**src/include/icache_cfg.svh**
```systemverilog
`ifndef ICACHE_CFG_SVH
`define ICACHE_CFG_SVH

// cache geometry
`define ICACHE_ADDR_W      32
`define ICACHE_LINE_BYTES  16
`define ICACHE_LINES       32
`define ICACHE_MEM_W       64
`define ICACHE_WORD_W      32

// derived address fields: offset 4, index 5, tag 23
`define ICACHE_LINE_W      (`ICACHE_LINE_BYTES * 8)
`define ICACHE_OFFSET_W    $clog2(`ICACHE_LINE_BYTES)
`define ICACHE_INDEX_W     $clog2(`ICACHE_LINES)
`define ICACHE_TAG_W       (`ICACHE_ADDR_W - `ICACHE_OFFSET_W - `ICACHE_INDEX_W)

// word select inside a line, byte bits below it are dropped
`define ICACHE_WORD_LSB    $clog2(`ICACHE_WORD_W / 8)
`define ICACHE_WORD_SEL_W  (`ICACHE_OFFSET_W - `ICACHE_WORD_LSB)

`endif
```
**src/source/icache_pkg.sv**
```systemverilog
`default_nettype none

`include "icache_cfg.svh"

package icache_pkg;

  typedef logic [`ICACHE_ADDR_W-1:0]   addr_t;
  typedef logic [`ICACHE_WORD_W-1:0]   word_t;
  typedef logic [`ICACHE_MEM_W-1:0]    beat_t;
  typedef logic [`ICACHE_LINE_W-1:0]   line_t;
  typedef logic [`ICACHE_TAG_W-1:0]    tag_t;
  typedef logic [`ICACHE_INDEX_W-1:0]  index_t;
  typedef logic [`ICACHE_OFFSET_W-1:0] offset_t;

  // fetch stage -> cache
  typedef struct packed {
    addr_t addr;
    logic  valid;  // held until the response
  } fetch_req_t;

  // cache -> fetch stage
  typedef struct packed {
    word_t word;
    logic  valid;  // one-cycle pulse
  } fetch_rsp_t;

  // cache -> memory, valid spans both beats
  typedef struct packed {
    addr_t addr;
    logic  valid;
  } mem_req_t;

  // memory -> cache, one ready per beat
  typedef struct packed {
    beat_t data;
    logic  ready;
  } mem_rsp_t;

  typedef enum logic [1:0] {
    ST_RESET,
    ST_IDLE,
    ST_MISS_LO,
    ST_MISS_HI
  } icache_state_e;

endpackage

`default_nettype wire

```
**src/source/icache_refill_buf.sv**
```systemverilog
`timescale 1ns/10ps
`default_nettype none

`include "icache_cfg.svh"

module icache_refill_buf
  import icache_pkg::*;
(
  input  wire logic     clk,
  input  wire logic     rst,
  input  wire mem_rsp_t mem_rsp_i,
  input  wire logic     capture_lo_i,
  input  wire offset_t  offset_i,
  output line_t         line_o,
  output word_t         word_o
);

  beat_t lo_q;  // first beat of the refill

  logic [`ICACHE_WORD_SEL_W-1:0] word_sel;

  always_ff @(posedge clk) begin
    if (rst) begin
      lo_q <= '0;
    end else if (capture_lo_i) begin
      lo_q <= mem_rsp_i.data;
    end
  end

  // high beat is used live in the cycle it arrives
  assign line_o = {mem_rsp_i.data, lo_q};

  assign word_sel = offset_i[`ICACHE_OFFSET_W-1:`ICACHE_WORD_LSB];
  assign word_o   = line_o[word_sel * `ICACHE_WORD_W +: `ICACHE_WORD_W];

  // low beat is only taken when memory hands it over
  assert property (@(posedge clk) disable iff (rst) capture_lo_i |-> mem_rsp_i.ready);

endmodule

`default_nettype wire

```
**config.mk**
```make
export PLATFORM = sky130hd
export DESIGN_NAME = icache_refill_buf
export DESIGN_NICKNAME = d
export VERILOG_FILES = /design/src/source/icache_pkg.sv /design/src/source/icache_refill_buf.sv
export VERILOG_INCLUDE_DIRS = /design/src /design/src/include
export SDC_FILE = /design/constraint.sdc
export NUM_CORES = 1
export LEC_CHECK = 0
export BUFFER_PORTS_ARGS = -buffer_cell sky130_fd_sc_hd__buf_2
export CAP_MARGIN = 5
export CORE_MARGIN = 10
export CORE_UTILIZATION = 45
export CTS_BUF_LIST = sky130_fd_sc_hd__clkbuf_4 sky130_fd_sc_hd__clkbuf_8
export CTS_CLUSTER_SIZE = 28
export DETAILED_ROUTE_END_ITERATION = 6
export PLACE_DENSITY_LB_ADDON = 0.1
export SLEW_MARGIN = 20
export SYNTH_ARGS = -nofsm -noshare
export SYNTH_HDL_FRONTEND = slang
export SYNTH_SLANG_ARGS = --single-unit
```
**constraint.sdc**
```tcl
create_clock -name clk -period 2.4 [get_ports clk]
set_clock_uncertainty 0.1 [all_clocks]
set_input_delay 0.48 -clock clk [delete_from_list [all_inputs] [get_ports clk]]
set_output_delay 0.48 -clock clk [all_outputs]
set_load 0.01 [all_outputs]
```
# After elaboration in Yosys (flattened, before gate mapping)
# Cells that the tools add are included.
# totals
inputBits,72
word_cells,2
output_inout_bits,160
ff_bits,64
# classes
n_shift,1
# ops
op,count
$shiftx A128 B8 Y32,1

# Logic depth before layout (Yosys ltp)
# depth
word_depth,1
ltp_mapped,4
depth_no_buf,2

# Worst setup path before layout
# Ideal clock, no wire load.
# synth_path
kind,input -> output
start,input offset_i[3]
end,output word_o[10]
arrival_time_ns,1.269
n_path_buf,2
cell_stages,3
setup_slack_ns,0.551
required_ns,1.820
cell_sequence,buf_6 -> buf_12 -> mux4_2
# synth_via
elab_chain_len,1
# synth_lines
element,line_no,text
start: declaration,icache_refill_buf.sv:13,"input wire offset_t offset_i,"
$shiftx A128 B8 Y32,icache_refill_buf.sv:34,assign word_o = line_o[word_sel * `ICACHE_WORD_W +: `ICACHE_WORD_W];
end: declaration,icache_refill_buf.sv:15,output word_t word_o
# Every way passes these cells.

# Worst setup path after layout
# layout_path
start,input offset_i[3]
end,output word_o[0]
# The elaborated chain is that of the path after synthesis.

==> impl_metrics.yaml <==
placed_design:
  dp_cells: 559
  portBuffers: 228
  gp_congestion: 0.754
  dp_hpwl_mm: 7.92
synthesis:
  yosys_register_bits: 64
  synth_fp_nets: 381
  netlist_instances: 309
  syn_area_um2: 3530
  seq_area_frac_synth: 0.363
  synthDistinctLibCells: 10
  yosysWarnings: 0
  syn-mean-instance-area_um2: 11.4
  synth_top_cell_area_share: 0.363
  yosys-top-cells-area: "dfxtp_1 36%, mux4_2 19%, mux2i_1 18%, buf_4 15%, nor2_1 6.8%"
  yosysTopAreaCell: "dfxtp_1"
run:
  maxCapViolCount: 0
critical_path:
  r2r_end: "lo_q[37]"
  r2r-start: "lo_q[37]"
  crit_path_end_kind: "output port"
  crit_type: "in2out"
  required_ns: 1.82
  worst_setup_path_start_kind: "primary input"
  worstRegToRegCells: 2
  crit_fanout: 19
  rrSetupSlack_ns: 1.64
  cp_data_arrival_time_ns: 1.55
  crit_path_start: "offset_i[3]"
worst_hold_path:
  worstHoldPathCells: 3
  min_to: "lo_q[2]"
  hold_path.class: "in2reg"
  worstHoldStart: "mem_rsp_i[3]"
clock_tree:
  clk_pin_slew_ns: 0.07
  h-tree-depth: 3
  max-clock-path-buffers: 2
  root_buffer: "clkbuf_8"
  cts_tree: "built"
  clkLatencyLatePin_ns: 0.32
  clock_sinks: 64
  cts_buffers: 9
  ctsResizeCount: 0
  post-cts-setup-buffers: 0
  holdBufCountCts: 0
floorplanning:
  die_w_um: 109
  rows: 32
  num_io_pins: 232
  die_area_um2: 11800
  start_util: 0.460
  core_um2: 7690
  die_h_um: 109
status:
  status: "complete, no violations"
power_and_ir_drop:
  p_leak_uw: 0.00238
  ir_drop_uv: 263
  cellPowerDensity_nw_per_um2: 609
route:
  first_pass_iters: 4
  drtAntennaViolNets: 0
  route.vias.total: 2797
  wirelength_mm: 10.1
  vias_per_cell: 4.86
  drt-initial-drc-count: 67
  drc: 0
  wire_per_inst_um: 17.6
sta:
  finalMaxSlewViolations: 0
  hold_ws_ns: 0.310
  slew-limit-headroom: 0.693
  period_share: 0.889
  finalHoldViolCount: 0
  final-setup-viol-count: 0
  fmax_mhz: 469
  tightest_slew_ns: 0.460
  post-route-min-period_ns: 2.13
  fin_setup_tns_ns: 0
  rsz0062_at_grt: "false"
layout:
  largest_register_ffs: 64
  area_delta_synth_final_pct: 26.1
  instances_no_fill: 575
  nets: 540
  regMostFlops: "lo_q"
  drive_gt1_frac: 0.589
  fill_cells: 732
  reg_top3: "lo_q x64"
global_route:
  grt_pass1_wl_mm: 15.5
  grt_pass1_vias: 2932
  grtUsageTotal: 0.164
  antenna_found_initial: 1
  overflow: 0
  grt_max_degree: 65
final cells by class:
cell class	count	area, um2	area share
clock inverter	4	45.0	0.0101
antenna	1	2.50	0.000562
tap	102	128	0.0287
timing repair buffer	233	1240	0.279
sequential	64	1280	0.288
multi-input combinational	160	1610	0.361
clock buffer	11	145	0.0326
report_power, final:
group | switching, uW | leakage (uW) | internal [uW] | total [uW]
Combinational | 326 | 0.00175 | 315 | 641
Sequential | 41.8 | 0.000529 | 1130 | 1170
Clock | 392 | 0.000102 | 509 | 901
Total | 760 | 0.00238 | 1950 | 2710
metrics by stage:
stage          utilization  power (uW)  setup slack [ns]  area, um2
2_1_floorplan            -        1620             0.551       3530
5_1_grt              0.579        2870             0.205       4450
3_5_place_dp         0.554        1850             0.248       4260
3_3_place_gp         0.554        1840             0.236       4260
6_report             0.579        2710             0.266       4450
4_1_cts              0.579        2770             0.248       4450
layout by cell type (no fill, tap or decap):
| master | synthesis | final |
|---|---|---|
| buf_2 | 4 | 227 |
| dfxtp_1 | 64 | 64 |
| diode_2 | 0 | 1 |
| buf_12 | 3 | 5 |
| mux2i_1 | 64 | 64 |
| clkbuf_4 | 0 | 1 |
| clkbuf_8 | 0 | 10 |
| mux4_2 | 30 | 30 |
| buf_4 | 70 | 1 |
| bufinv_16 | 0 | 1 |
| clkinv_2 | 0 | 3 |
| mux4_1 | 2 | 2 |
| nor2_1 | 64 | 64 |
critical path, stage by stage:
cell and delay [ns]:
buf_2 0.14, buf_12 0.21, mux4_1 0.56, buf_2 0.17
how the worst max path moves through the flow:
stage,endpoint,cells after the start
floorplan,word_o[10],3
global placement,word_o[0],4
detailed placement,word_o[0],4
CTS,word_o[0],4
global route,word_o[0],4
finish,word_o[0],4
cells in the mapped netlist:
library cell,n
buf_12,3
mux2i_1,64
mux4_2,30
buf_2,4
mux4_1,2
buf_4,70
clkbuf_1,7
buf_6,1
nor2_1,64
dfxtp_1,64
metal layers:
layer | wire (um) | vias up | part of all wire | global-route usage
met1 | 3500 | 1327 | 0.35 | 0.168
met2 | 5210 | 126 | 0.52 | 0.286
li1 | - | 1334 | - | -
met5 | 0 | - | 0 | 0
met3 | 1280 | 10 | 0.13 | 0.0814
met4 | 116 | 0 | 0.011 | 0.0546
logic make-up after synthesis:
| logic type | count (synthesis) | share of synthesized area |
|---|---|---|
| DFF | 64 | 0.363 |
| and+or+nand+nor | 64 | 0.0680 |
| buffers and inverters | 85 | 0.182 |
| muxes | 96 | 0.387 |
Note: power is estimated with default switching activity, not from simulation.
