`src/include/icache_cfg.svh`:
```
`ifndef ICACHE_CFG_SVH
`define ICACHE_CFG_SVH

// cache geometry
`define ICACHE_ADDR_W      32
`define ICACHE_LINE_BYTES  16
`define ICACHE_LINES       32
`define ICACHE_MEM_W       64
`define ICACHE_WORD_W      32

// derived address fields: offset 4, index 5, tag 23
`define ICACHE_LINE_W      (`ICACHE_LINE_BYTES * 8)
`define ICACHE_OFFSET_W    $clog2(`ICACHE_LINE_BYTES)
`define ICACHE_INDEX_W     $clog2(`ICACHE_LINES)
`define ICACHE_TAG_W       (`ICACHE_ADDR_W - `ICACHE_OFFSET_W - `ICACHE_INDEX_W)

// word select inside a line, byte bits below it are dropped
`define ICACHE_WORD_LSB    $clog2(`ICACHE_WORD_W / 8)
`define ICACHE_WORD_SEL_W  (`ICACHE_OFFSET_W - `ICACHE_WORD_LSB)

`endif
```
`src/source/icache_pkg.sv`:
```
`default_nettype none

`include "icache_cfg.svh"

package icache_pkg;

  typedef logic [`ICACHE_ADDR_W-1:0]   addr_t;
  typedef logic [`ICACHE_WORD_W-1:0]   word_t;
  typedef logic [`ICACHE_MEM_W-1:0]    beat_t;
  typedef logic [`ICACHE_LINE_W-1:0]   line_t;
  typedef logic [`ICACHE_TAG_W-1:0]    tag_t;
  typedef logic [`ICACHE_INDEX_W-1:0]  index_t;
  typedef logic [`ICACHE_OFFSET_W-1:0] offset_t;

  // fetch stage -> cache
  typedef struct packed {
    addr_t addr;
    logic  valid;  // held until the response
  } fetch_req_t;

  // cache -> fetch stage
  typedef struct packed {
    word_t word;
    logic  valid;  // one-cycle pulse
  } fetch_rsp_t;

  // cache -> memory, valid spans both beats
  typedef struct packed {
    addr_t addr;
    logic  valid;
  } mem_req_t;

  // memory -> cache, one ready per beat
  typedef struct packed {
    beat_t data;
    logic  ready;
  } mem_rsp_t;

  typedef enum logic [1:0] {
    ST_RESET,
    ST_IDLE,
    ST_MISS_LO,
    ST_MISS_HI
  } icache_state_e;

endpackage

`default_nettype wire

```
`src/source/icache_ctrl.sv`:
```
`timescale 1ns/10ps
`default_nettype none

`include "icache_cfg.svh"

module icache_ctrl
  import icache_pkg::*;
(
  input  wire logic       clk,
  input  wire logic       rst,
  input  wire fetch_req_t fetch_req_i,
  input  wire logic       flush_i,
  input  wire logic       hit_i,
  input  wire word_t      rd_word_i,
  input  wire mem_rsp_t   mem_rsp_i,
  input  wire word_t      refill_word_i,
  output fetch_rsp_t      fetch_rsp_o,
  output mem_req_t        mem_req_o,
  output addr_t           lookup_addr_o,
  output logic            line_we_o,
  output logic            capture_lo_o,
  output logic            invalidate_o
);

  icache_state_e state_q;

  addr_t req_addr_q;   // address of the fetch being served
  addr_t mem_addr_q;
  logic  mem_valid_q;
  logic  rsp_valid_q;
  word_t rsp_word_q;

  logic idle;
  logic take_req;
  logic beat_ok;
  logic lo_done;
  logic hi_done;

  assign idle     = (state_q == ST_IDLE);
  assign take_req = idle && fetch_req_i.valid && !flush_i;  // flush wins
  assign beat_ok  = mem_valid_q && mem_rsp_i.ready;
  assign lo_done  = (state_q == ST_MISS_LO) && beat_ok;
  assign hi_done  = (state_q == ST_MISS_HI) && beat_ok;

  always_ff @(posedge clk) begin
    if (rst) begin
      state_q     <= ST_RESET;
      mem_valid_q <= 1'b0;
      rsp_valid_q <= 1'b0;
    end else begin
      rsp_valid_q <= 1'b0;  // response is a pulse
      case (state_q)
        ST_RESET: begin
          state_q <= ST_IDLE;
        end
        ST_IDLE: begin
          if (take_req) begin
            if (hit_i) begin
              rsp_valid_q <= 1'b1;
            end else begin
              mem_valid_q <= 1'b1;
              state_q     <= ST_MISS_LO;
            end
          end
        end
        ST_MISS_LO: begin
          if (beat_ok) begin
            state_q <= ST_MISS_HI;
          end
        end
        ST_MISS_HI: begin
          if (beat_ok) begin
            mem_valid_q <= 1'b0;
            rsp_valid_q <= 1'b1;
            state_q     <= ST_IDLE;
          end
        end
        default: begin
          state_q <= ST_IDLE;
        end
      endcase
    end
  end

  // request address, memory address and response word
  always_ff @(posedge clk) begin
    if (take_req) begin
      req_addr_q <= fetch_req_i.addr;
    end
    if (take_req && !hit_i) begin
      // line base, offset bits zero
      mem_addr_q <= {fetch_req_i.addr[`ICACHE_ADDR_W-1:`ICACHE_OFFSET_W],
                     {`ICACHE_OFFSET_W{1'b0}}};
    end else if (lo_done) begin
      mem_addr_q <= mem_addr_q + `ICACHE_ADDR_W'(`ICACHE_MEM_W / 8);  // upper beat
    end
    if (take_req && hit_i) begin
      rsp_word_q <= rd_word_i;
    end else if (hi_done) begin
      rsp_word_q <= refill_word_i;  // straight from the assembled line
    end
  end

  // live address for lookup in idle, latched one during refill
  assign lookup_addr_o = idle ? fetch_req_i.addr : req_addr_q;

  assign capture_lo_o = lo_done;
  assign line_we_o    = hi_done;
  assign invalidate_o = idle && flush_i;

  assign fetch_rsp_o.word  = rsp_word_q;
  assign fetch_rsp_o.valid = rsp_valid_q;
  assign mem_req_o.addr    = mem_addr_q;
  assign mem_req_o.valid   = mem_valid_q;

  // memory is quiet whenever the cache waits for a fetch
  assert property (@(posedge clk) disable iff (rst) idle |-> !mem_valid_q);

  // a second response in a row only comes from a hit, never from a refill
  assert property (@(posedge clk) disable iff (rst)
    rsp_valid_q |=> !rsp_valid_q || $past(take_req && hit_i));

endmodule

`default_nettype wire

```
`config.mk`:
```
export PLATFORM = sky130hd
export DESIGN_NAME = icache_ctrl
export DESIGN_NICKNAME = d
export VERILOG_FILES = /design/src/source/icache_pkg.sv /design/src/source/icache_ctrl.sv
export VERILOG_INCLUDE_DIRS = /design/src /design/src/include
export SDC_FILE = /design/constraint.sdc
export NUM_CORES = 1
export LEC_CHECK = 0
export ABC_CLOCK_PERIOD_IN_PS = 3600
export BUFFER_PORTS_ARGS = -buffer_cell sky130_fd_sc_hd__buf_4
export CAP_MARGIN = 20
export CORE_MARGIN = 10
export CORE_UTILIZATION = 45
export CTS_CLUSTER_SIZE = 14
export DETAILED_ROUTE_END_ITERATION = 7
export HOLD_SLACK_MARGIN = 0.03
export PLACE_DENSITY = 0.81
export SYNTH_ARGS = -nofsm -noshare
export SYNTH_HDL_FRONTEND = slang
export SYNTH_SLANG_ARGS = --single-unit
```
`constraint.sdc`:
```
create_clock -name clk -period 3.6 [get_ports clk]
set_clock_uncertainty 0.05 [all_clocks]
set_input_delay 0.36 -clock clk [delete_from_list [all_inputs] [get_ports clk]]
set_output_delay 0.36 -clock clk [all_outputs]
set_load 0.01 [all_outputs]
```
== Word-level counts from Yosys, hierarchy flattened ==
Index checks and enable logic that the tools add are counted.
W data, S select, Z words.
Storage, ports and cells
  output and inout bits: 101
  logic and storage cells: 49
  flip-flop bits (word level): 100
  bits of input ports: 166
Operators by class
  multiplexer cells: 18
  reductions and logical operators: 16
  eq/ne operators: 7
  add/sub/neg operators: 1
Operators with widths (count)
  $mux W32: 5
  $add A32 B4 Y32 const B: 1
  $logic_and A1 B1 Y1: 8
  $mux W2: 4
  $pmux W2 S4: 1
  $reduce_and A4 Y1: 2
  $mux W1: 6
  $ne A2 B2 Y1 const B: 3
  $reduce_bool A2 Y1: 3
  $eq A2 B2 Y1 const B: 2
  $pmux W1 S2: 2
  $eq A2 B1 Y1 const B: 1
  $logic_not A1 Y1: 2
  $logic_not A2 Y1: 1
  $ne A2 B1 Y1 const B: 1

== Longest topological paths before layout ==
Gate-level depths: netlist of the first run.
  depth after elaboration: 5
  gate-level depth with buffers: 10
  gate-level depth less buffers: 7

== Worst setup path before layout of the first run ==
OpenSTA, ideal clock, no wires.
  path type: reg-to-reg
  start point: register state_q[0]
  end point: register rsp_word_q[0], enable pin
  buffers on the path: 3
  cell stages (with the launch flop): 8
  required time: 3.161 ns
  slack: 0.643 ns
  setup time: 0.389 ns
  clock period less this slack: 2.957 ns
  arrival time: 2.518 ns
  cells stage by stage: dfxtp_1 -> ha_1 -> buf_2 -> and3b_1 -> buf_2 -> nand2_1 -> buf_4 -> nand2_1
Between the ends
  longest elaborated chain between the ends: 5
  elaborated cells between the ends (all ways): 7
  classes of those cells: 2 x eq/ne; 5 x reduce/logical
Ends and longest elaborated chain
  from (decl): RTL line icache_ctrl.sv:25  | icache_state_e state_q;
  from (signal assigned): RTL line icache_ctrl.sv:47  | state_q <= ST_RESET;
  from (signal assigned): RTL line icache_ctrl.sv:54  | state_q <= ST_IDLE;
  from (signal assigned): RTL line icache_ctrl.sv:62  | state_q <= ST_MISS_LO;
  $eq A2 B1 Y1: RTL line icache_ctrl.sv:39  | assign idle = (state_q == ST_IDLE);
  $logic_and A1 B1 Y1 (2 in a row): RTL line icache_ctrl.sv:40  | assign take_req = idle && fetch_req_i.valid && !flush_i;
  $logic_and A1 B1 Y1: RTL line icache_ctrl.sv:97  | if (take_req && hit_i) begin
  $reduce_bool A2 Y1 (no source line) (*)
  to (signal assigned): RTL line icache_ctrl.sv:98  | rsp_word_q <= rd_word_i;
  to (signal assigned): RTL line icache_ctrl.sv:100  | rsp_word_q <= refill_word_i;
  to (decl): RTL line icache_ctrl.sv:31  | word_t rsp_word_q;
Mark *: on every way between the ends. The rest lies on a longest branch, timed or not.
A chain may end at the register's enable or synchronous reset.

== Worst setup path in the final report of the first run ==
  start point: register state_q[0]
  end point: register mem_addr_q[20], enable pin
Between the ends
  longest elaborated chain between the ends: 5
  elaborated cells between the ends (all ways): 7
  classes of those cells: 2 x eq/ne; 5 x reduce/logical
Ends and longest elaborated chain
  $eq A2 B1 Y1: RTL line icache_ctrl.sv:39
  $logic_and A1 B1 Y1 (2 in a row): RTL line icache_ctrl.sv:40
  $logic_and A1 B1 Y1: RTL line icache_ctrl.sv:90  | if (take_req && !hit_i) begin
  $reduce_bool A2 Y1 (no source line) (*)
  to (signal assigned): RTL line icache_ctrl.sv:92  | mem_addr_q <= {fetch_req_i.addr[`ICACHE_ADDR_W-1:`ICACHE_OFFSET_W],
  to (signal assigned): RTL line icache_ctrl.sv:95  | mem_addr_q <= mem_addr_q + `ICACHE_ADDR_W'(`ICACHE_MEM_W / 8);
  to (decl): RTL line icache_ctrl.sv:28  | addr_t mem_addr_q;
Marked as above.

==> results of run 1 <==
==> where the power goes <==
group          total [mW]  switching, mW  internal (mW)
registers            1.39         0.0551           1.34
clock network       0.684          0.371          0.313
logic               0.872          0.407          0.465
total                2.95          0.834           2.12
==> cells in the mapped netlist (2+ instances only) <==
master,number
inv_1,9
o21ai_2,4
nand2_1,44
ha_1,5
o31ai_1,2
and2_1,3
xnor2_1,8
dfxtp_1,5
mux2_2,58
xor2_1,20
nand3_1,14
a21oi_1,3
a211oi_1,3
nor2_1,11
buf_1,3
buf_2,8
nor4_4,2
edfxtp_1,92
mux2_1,6
o21ai_0,4
buf_4,8
nand4_1,7
o21ai_1,18
==> cell type report <==
type / instances / area, um2 / area share [%]
repair buffers: 206 / 1550 / 23.7
multi-input cells: 225 / 1720 / 26.3
clock buffers: 9 / 124 / 1.90
flip-flops and latches: 97 / 2860 / 43.9
clock inverters: 7 / 61.3 / 0.940
well taps: 136 / 170 / 2.61
inverters: 10 / 37.5 / 0.576
==> cells by family after synthesis <==
kind of cell             count (synthesis)  synth area share, %
XOR/XNOR                                28                 5.20
multiplexers                            64                 15.3
AND/OR/NAND/NOR                         90                 9.92
buffers and inverters                   29                 3.16
AO/OA/AOI/OAI                           35                 4.35
flip-flops                              97                 60.7
other                                    1               0.0795
adder cells (fa/ha/maj)                  5                 1.33
==> worst paths after layout <==
kind / slack [ns] / endpoint / depth (start not counted) / from
worst min register to register: 0.47 / mem_valid_q / 2 / mem_valid_q
worst max-delay path: 1.23 / mem_addr_q[20] / 6 / state_q[0]
worst min-delay path: 0.13 / req_addr_q[0] / 1 / fetch_req_i[1]
worst max register to register: 1.23 / mem_addr_q[20] / 6 / state_q[0]
==> worst register-to-register path: stages, from the launching register on <==
cell,delay [ns]
dfxtp_1,0.41
ha_2,0.21
and3b_2,0.41
buf_4,0.35
nand2_1,0.16
nand2_1,0.09
buf_4,0.35
==> routing by layer <==
layer	wire length [um]	vias to the layer above	GRT usage, %
met2	6120	174	26.6
met4	162	0	5.38
met3	1760	12	9.64
li1	-	1668	-
met5	0	-	0
met1	5050	1660	19.1
==> flip-flops by register name, indices dropped and copies added, names as in the netlist <==
register     cells
state_q          2
req_addr_q      32
mem_valid_q      1
mem_addr_q      29
rsp_word_q      32
rsp_valid_q      1
==> impl_metrics.tcl, run 1 <==
set metrics [dict create \
    synth.distinct_cells 35 \
    grt-ovfl-total 0 \
    synth_top_area_share_pct 58.6 \
    cp_num_buf_inv 2 \
    cts_buffer_depth 2 \
    viasPerCell 5.09 \
    rows 37 \
    routed_wl_mm 13.1 \
    setup_tns_ns 0 \
    crit_arrival_ns 2.34 \
    irDropWorstVdd_uv 200 \
    grt_pass1_wl_mm 19.7 \
    io_buffers 199 \
    instances_no_fill 690 \
    powerDensity_nw_per_um2 452 \
    cts_made_buffers 9 \
    postRouteAntennaNets 0 \
    cts.reportedPaths.clkPinSlew_ns 0.09 \
    layout.nets 720 \
    area_delta_synth_final_pct 38.2 \
    cts_tree "done" \
    drtPass1Iterations 5 \
    cts-htree-levels 3 \
    setup_ws_ns 1.23 \
    dp.final_hpwl_mm 10.2 \
    antenna_found_initial 0 \
    drt_iter0_markers 206 \
    ctsHoldBuffers 0 \
    startpoint_type "flip-flop" \
    slowest_stage "dfxtp_1" \
    status "completed" \
    hold_viol 0 \
    cts.sinks 97 \
    fin_crit_ns 2.37 \
    max_freq_ghz 0.423 \
    fin_crit_sh_pct 65.7 \
    drc 0 \
    post-route-util_pct 63.4 \
    layout_commonest_cell "buf_4" \
    cp.required_ns 3.57 \
    critPathCaptureType "flip-flop" \
    synthTopCellsByArea "edfxtp_1 59%, mux2_2 14%, xor2_1 3.7%" \
    p_leak_nw 2.57 \
    ys_seq_area_share_pct 60.7 \
    clock_latency_ns 0.36 \
    crit_fanout 28 \
    rsz0062_at_grt "false" \
    synthArstFlopShare_pct 0 \
    hold_path.class "in -> reg" \
    critical_path.cell_chain "ha_2 -> and3b_2 -> buf_4 -> nand2_1 -> nand2_1 -> buf_4" \
    drive_gt1_share_pct 52.5 \
    worstSetupPathType "reg -> reg" \
    syn_area_um2 4720 \
    die_y_um 122 \
    grt_max_degree 37 \
    stdcell_area_um2 6520 \
    nFillCells 795 \
    critPathTopFamily "buffers and inverters" \
    io_pins 267 \
    slew_headroom_pct 62.3 \
    totalPowerFinal_mw 2.95 \
    fin_hold_ws_ns 0.133 \
    synth_flop_cell "edfxtp_1" \
    yosys.area.top_type "edfxtp_1" \
    avgSynthCellArea_um2 13.5 \
    avgRoutedWirePerCell_um 19.0 \
    synth_edf_count 92 \
    ys_seq_elements 97 \
    core-area_um2 10300 \
    place_inst 674 \
    dp_slack_ns 1.17 \
    tightestPinTransition_ns 0.561 \
    synthCells 349 \
    dieArea_um2 15000 \
    yosysWarnings 0 \
    setup_viol 0 \
    start_util_pct 45.9 \
    gp_congestion 0.802 \
    grt.total_usage_pct 16.9 \
    layout_common_cells "206 x buf_4, 92 x edfxtp_1, 58 x mux2_2" \
    clockRootBuffer "clkbuf_8" \
    die_w_um 122 \
    n_antenna_cell 0 \
    post_cts_buffers 0 \
    drv_cap 0 \
    via_count 3514 \
    cts_resized 0 \
    critPathMaxStageDelay_ns 0.41 \
    slew_viol_final 0 \
    placed_cell_area_um2 6330 \
    first_global_vias 3682 \
]
No activity file was read; power rests on OpenSTA's default activity.
==> run 2, diff against run 1 <==
--- a/config.mk
+++ b/config.mk
@@ -6,15 +6,16 @@
 export SDC_FILE = /design/constraint.sdc
 export NUM_CORES = 1
 export LEC_CHECK = 0
-export ABC_CLOCK_PERIOD_IN_PS = 3600
+export ABC_AREA = 1
+export ABC_CLOCK_PERIOD_IN_PS = 2100
 export BUFFER_PORTS_ARGS = -buffer_cell sky130_fd_sc_hd__buf_4
 export CAP_MARGIN = 20
 export CORE_MARGIN = 10
-export CORE_UTILIZATION = 45
+export CORE_UTILIZATION = 41
 export CTS_CLUSTER_SIZE = 14
 export DETAILED_ROUTE_END_ITERATION = 7
 export HOLD_SLACK_MARGIN = 0.03
-export PLACE_DENSITY = 0.81
+export PLACE_DENSITY = 0.77
 export SYNTH_ARGS = -nofsm -noshare
 export SYNTH_HDL_FRONTEND = slang
 export SYNTH_SLANG_ARGS = --single-unit
==> constraint.sdc (replaced) <==
create_clock -name clk -period 2.1 [get_ports clk]
set_clock_uncertainty 0.05 [all_clocks]
set_input_delay 0.21 -clock clk [delete_from_list [all_inputs] [get_ports clk]]
set_output_delay 0.21 -clock clk [all_outputs]
set_load 0.01 [all_outputs]
==> run 2 against run 1 <==
Worst setup slack got worse by 1.1 ns. Critical path type is now reg -> out. Count of clock-buffer cells in the layout increased by 1. Critical path depth increased by 1. Global-route usage increased by 1.3 points. Hold slack got worse by 0.029 ns. Final area increased by 14%. Non-clock buffer count increased by 34. Core utilization decreased by 2.2 points. Via count increased by 27%.
==> impl_metrics.tcl, run 2 <==
set metrics [dict create \
    status "completed" \
    start_util_pct 42.2 \
    io_buffers 199 \
    avgSynthCellArea_um2 9.40 \
    fin_crit_sh_pct 91.3 \
    yosys.area_share.simple_pct 25.7 \
    setup_tns_ns 0 \
    worstSetupPathType "reg -> out" \
    irDropWorstVdd_uv 530 \
    core-area_um2 12200 \
    postRouteAntennaNets 0 \
    grt_max_degree 35 \
    routed_wl_mm 16.4 \
    io_pins 267 \
    synth_fa_ha_area_share_pct 1.22 \
    slew_headroom_pct 45.7 \
    area_delta_synth_final_pct 45.0 \
    tightestPinTransition_ns 0.814 \
    p_seq_share_pct 40.0 \
    synth_flop_cell "edfxtp_1" \
    grt-ovfl-total 0 \
    hold_viol 0 \
    reg2reg_depth 7 \
    synth_top_family_by_area "simple AND/OR/NAND/NOR gates" \
    drv_cap 0 \
    cts_buffer_depth 2 \
    clockRootBuffer "clkbuf_16" \
    synthMostInstantiatedCell "nand2_1" \
    setup_viol 0 \
    synthCells 546 \
    synthArstFlopShare_pct 0 \
    p_leak_nw 3.44 \
    fin_hold_ws_ns 0.104 \
    fin_crit_ns 1.92 \
    yosysWarnings 0 \
    yosys.area.top_type "edfxtp_1" \
    p_comb_share_pct 32.4 \
    powerDensity_nw_per_um2 785 \
    hold_start "rd_word_i[14]" \
    cp-endpoint "lookup_addr_o[21]" \
    cts.reportedPaths.clkPinSlew_ns 0.07 \
    critPathCaptureType "output pin" \
    drt_iter0_markers 251 \
    first_global_vias 4824 \
    rsz0062_at_grt "false" \
    drc 0 \
    die_y_um 132 \
    swShare_pct 30.7 \
    cts_made_buffers 9 \
    cts-htree-levels 3 \
    antenna_found_initial 0 \
    holdPathStages 2 \
    cp.required_ns 1.84 \
    post_cts_buffers 0 \
    synth-compound-area-share_pct 2.49 \
    regToRegStartpoint "state_q[1]" \
    dieArea_um2 17400 \
    cts_tree "done" \
    rows 40 \
    grt_pass1_wl_mm 25.3 \
    hold_path.class "in -> reg" \
    synth_edf_count 92 \
    synth.distinct_cells 30 \
    grt.total_usage_pct 18.2 \
    synthMuxAreaShare_pct 9.14 \
    ys_seq_area_share_pct 55.8 \
    crit_fanout 34 \
    layout_commonest_cell "nand2_1" \
    layout_common_cells "234 x nand2_1, 204 x buf_4, 92 x edfxtp_1" \
    avgRoutedWirePerCell_um 17.2 \
    layout.nets 951 \
    r2r_end "rsp_word_q[0]" \
    dp.final_hpwl_mm 12.3 \
    rrSetupSlack_ns 0.21 \
    drtPass1Iterations 4 \
    syn_area_um2 5130 \
    crit_arrival_ns 1.66 \
    max_freq_ghz 0.521 \
    p_int_mw 4.05 \
    clock_latency_ns 0.35 \
    via_count 4474 \
    viasPerCell 4.70 \
    drive_gt1_share_pct 33.8 \
    die_w_um 132 \
    synth-xor-area-share_pct 0.341 \
    switching_power_mw 1.80 \
    synth_top_area_share_pct 53.8 \
    cts.sinks 97 \
    gp_congestion 0.894 \
    synthTopCellsByArea "edfxtp_1 54%, nand2_1 17%, mux2_4 8.5%" \
    n_antenna_cell 0 \
    startpoint_type "flip-flop" \
    ys_seq_elements 97 \
    largestRegisters "req_addr_q x32, rsp_word_q x32, mem_addr_q x29" \
    power_frac_clock_pct 27.6 \
    ys_top_cells_by_count "234 x nand2_1, 92 x edfxtp_1, 54 x nor2_1" \
    slew_viol_final 0 \
    crit_start "state_q[1]" \
]
==> run 2: worst min-delay path by stage <==
| stage | to | slack, ns |
|---|---|---|
| after floorplan | mem_valid_q | 0.23 |
| after detailed placement | rsp_valid_q | 0.34 |
| final | rsp_word_q[14] | 0.10 |
| after global placement | mem_valid_q | 0.34 |
| after CTS | rsp_word_q[20] | 0.1 |
| after global routing | rsp_word_q[18] | 0.1 |
==> run 2: layer usage <==
layer | global-route usage (%) | routed length, um | vias up
li1 | - | - | 2241
met1 | 19.6 | 6410 | 2045
met2 | 31.3 | 8170 | 170
met3 | 7.85 | 1580 | 18
met4 | 5.93 | 253 | 0
met5 | 0 | 0 | -
==> run 2: power by group through the flow <==
stage               registers, mW  clock network [mW]  logic, mW
global placement             2.37                   0       1.79
CTS                          2.34                1.63       1.91
global route                 2.35                1.70       2.10
detailed placement           2.38                   0       1.84
finish                       2.34                1.61       1.89
floorplan                    2.38                   0      0.917
==> run 2: cell type report <==
class	count	area, um2
fill	1046	4720
multi-input combinational	393	2030
tap	168	210
timing repair buffer	240	1920
inverter	39	149
clock buffer	10	229
clock inverter	5	47.5
sequential	97	2860
==> run 2: worst max-delay path, cell delays in order, from the launching register on <==
cell      delay [ns]
dfxtp_1         0.34
inv_1           0.11
ha_2            0.25
clkinv_1        0.11
buf_8           0.19
nand2_1         0.09
nand2_1         0.06
buf_4           0.14
==> run 2: kinds of logic (layout without fill, tap and decap cells) <==
kind of cell	count (synthesis)	count (layout)
xor+xnor	2	2
flops	97	97
fa+ha+maj	5	5
other cells	1	3
mux	32	32
buf+inv	59	294
compound gates	23	24
simple gates	327	327
==> run 2: metrics by stage <==
step / cell area [um2] / instances / worst slack (ns) / util (%) / power (mW)
final: 7440 / 952 / 0.182 / 61.2 / 5.85
after global routing: 7440 / 952 / 0.0648 / 61.2 / 6.16
after CTS: 7430 / 951 / 0.0762 / 61.1 / 5.88
after detailed placement: 6820 / 903 / 0.113 / 56.1 / 4.22
after global placement: 6820 / 903 / 0.186 / 56.1 / 4.16
after floorplan: 5160 / 548 / 0.0371 / - / 3.30
==> run 2: what timing repair did <==
item	in CTS	in global routing
hold buffers	33	0
cloned	0	1
endpoints found under the setup margin	3	51
gates resized for setup	1	2
pin swaps	0	1
hold endpoints to repair	34	0
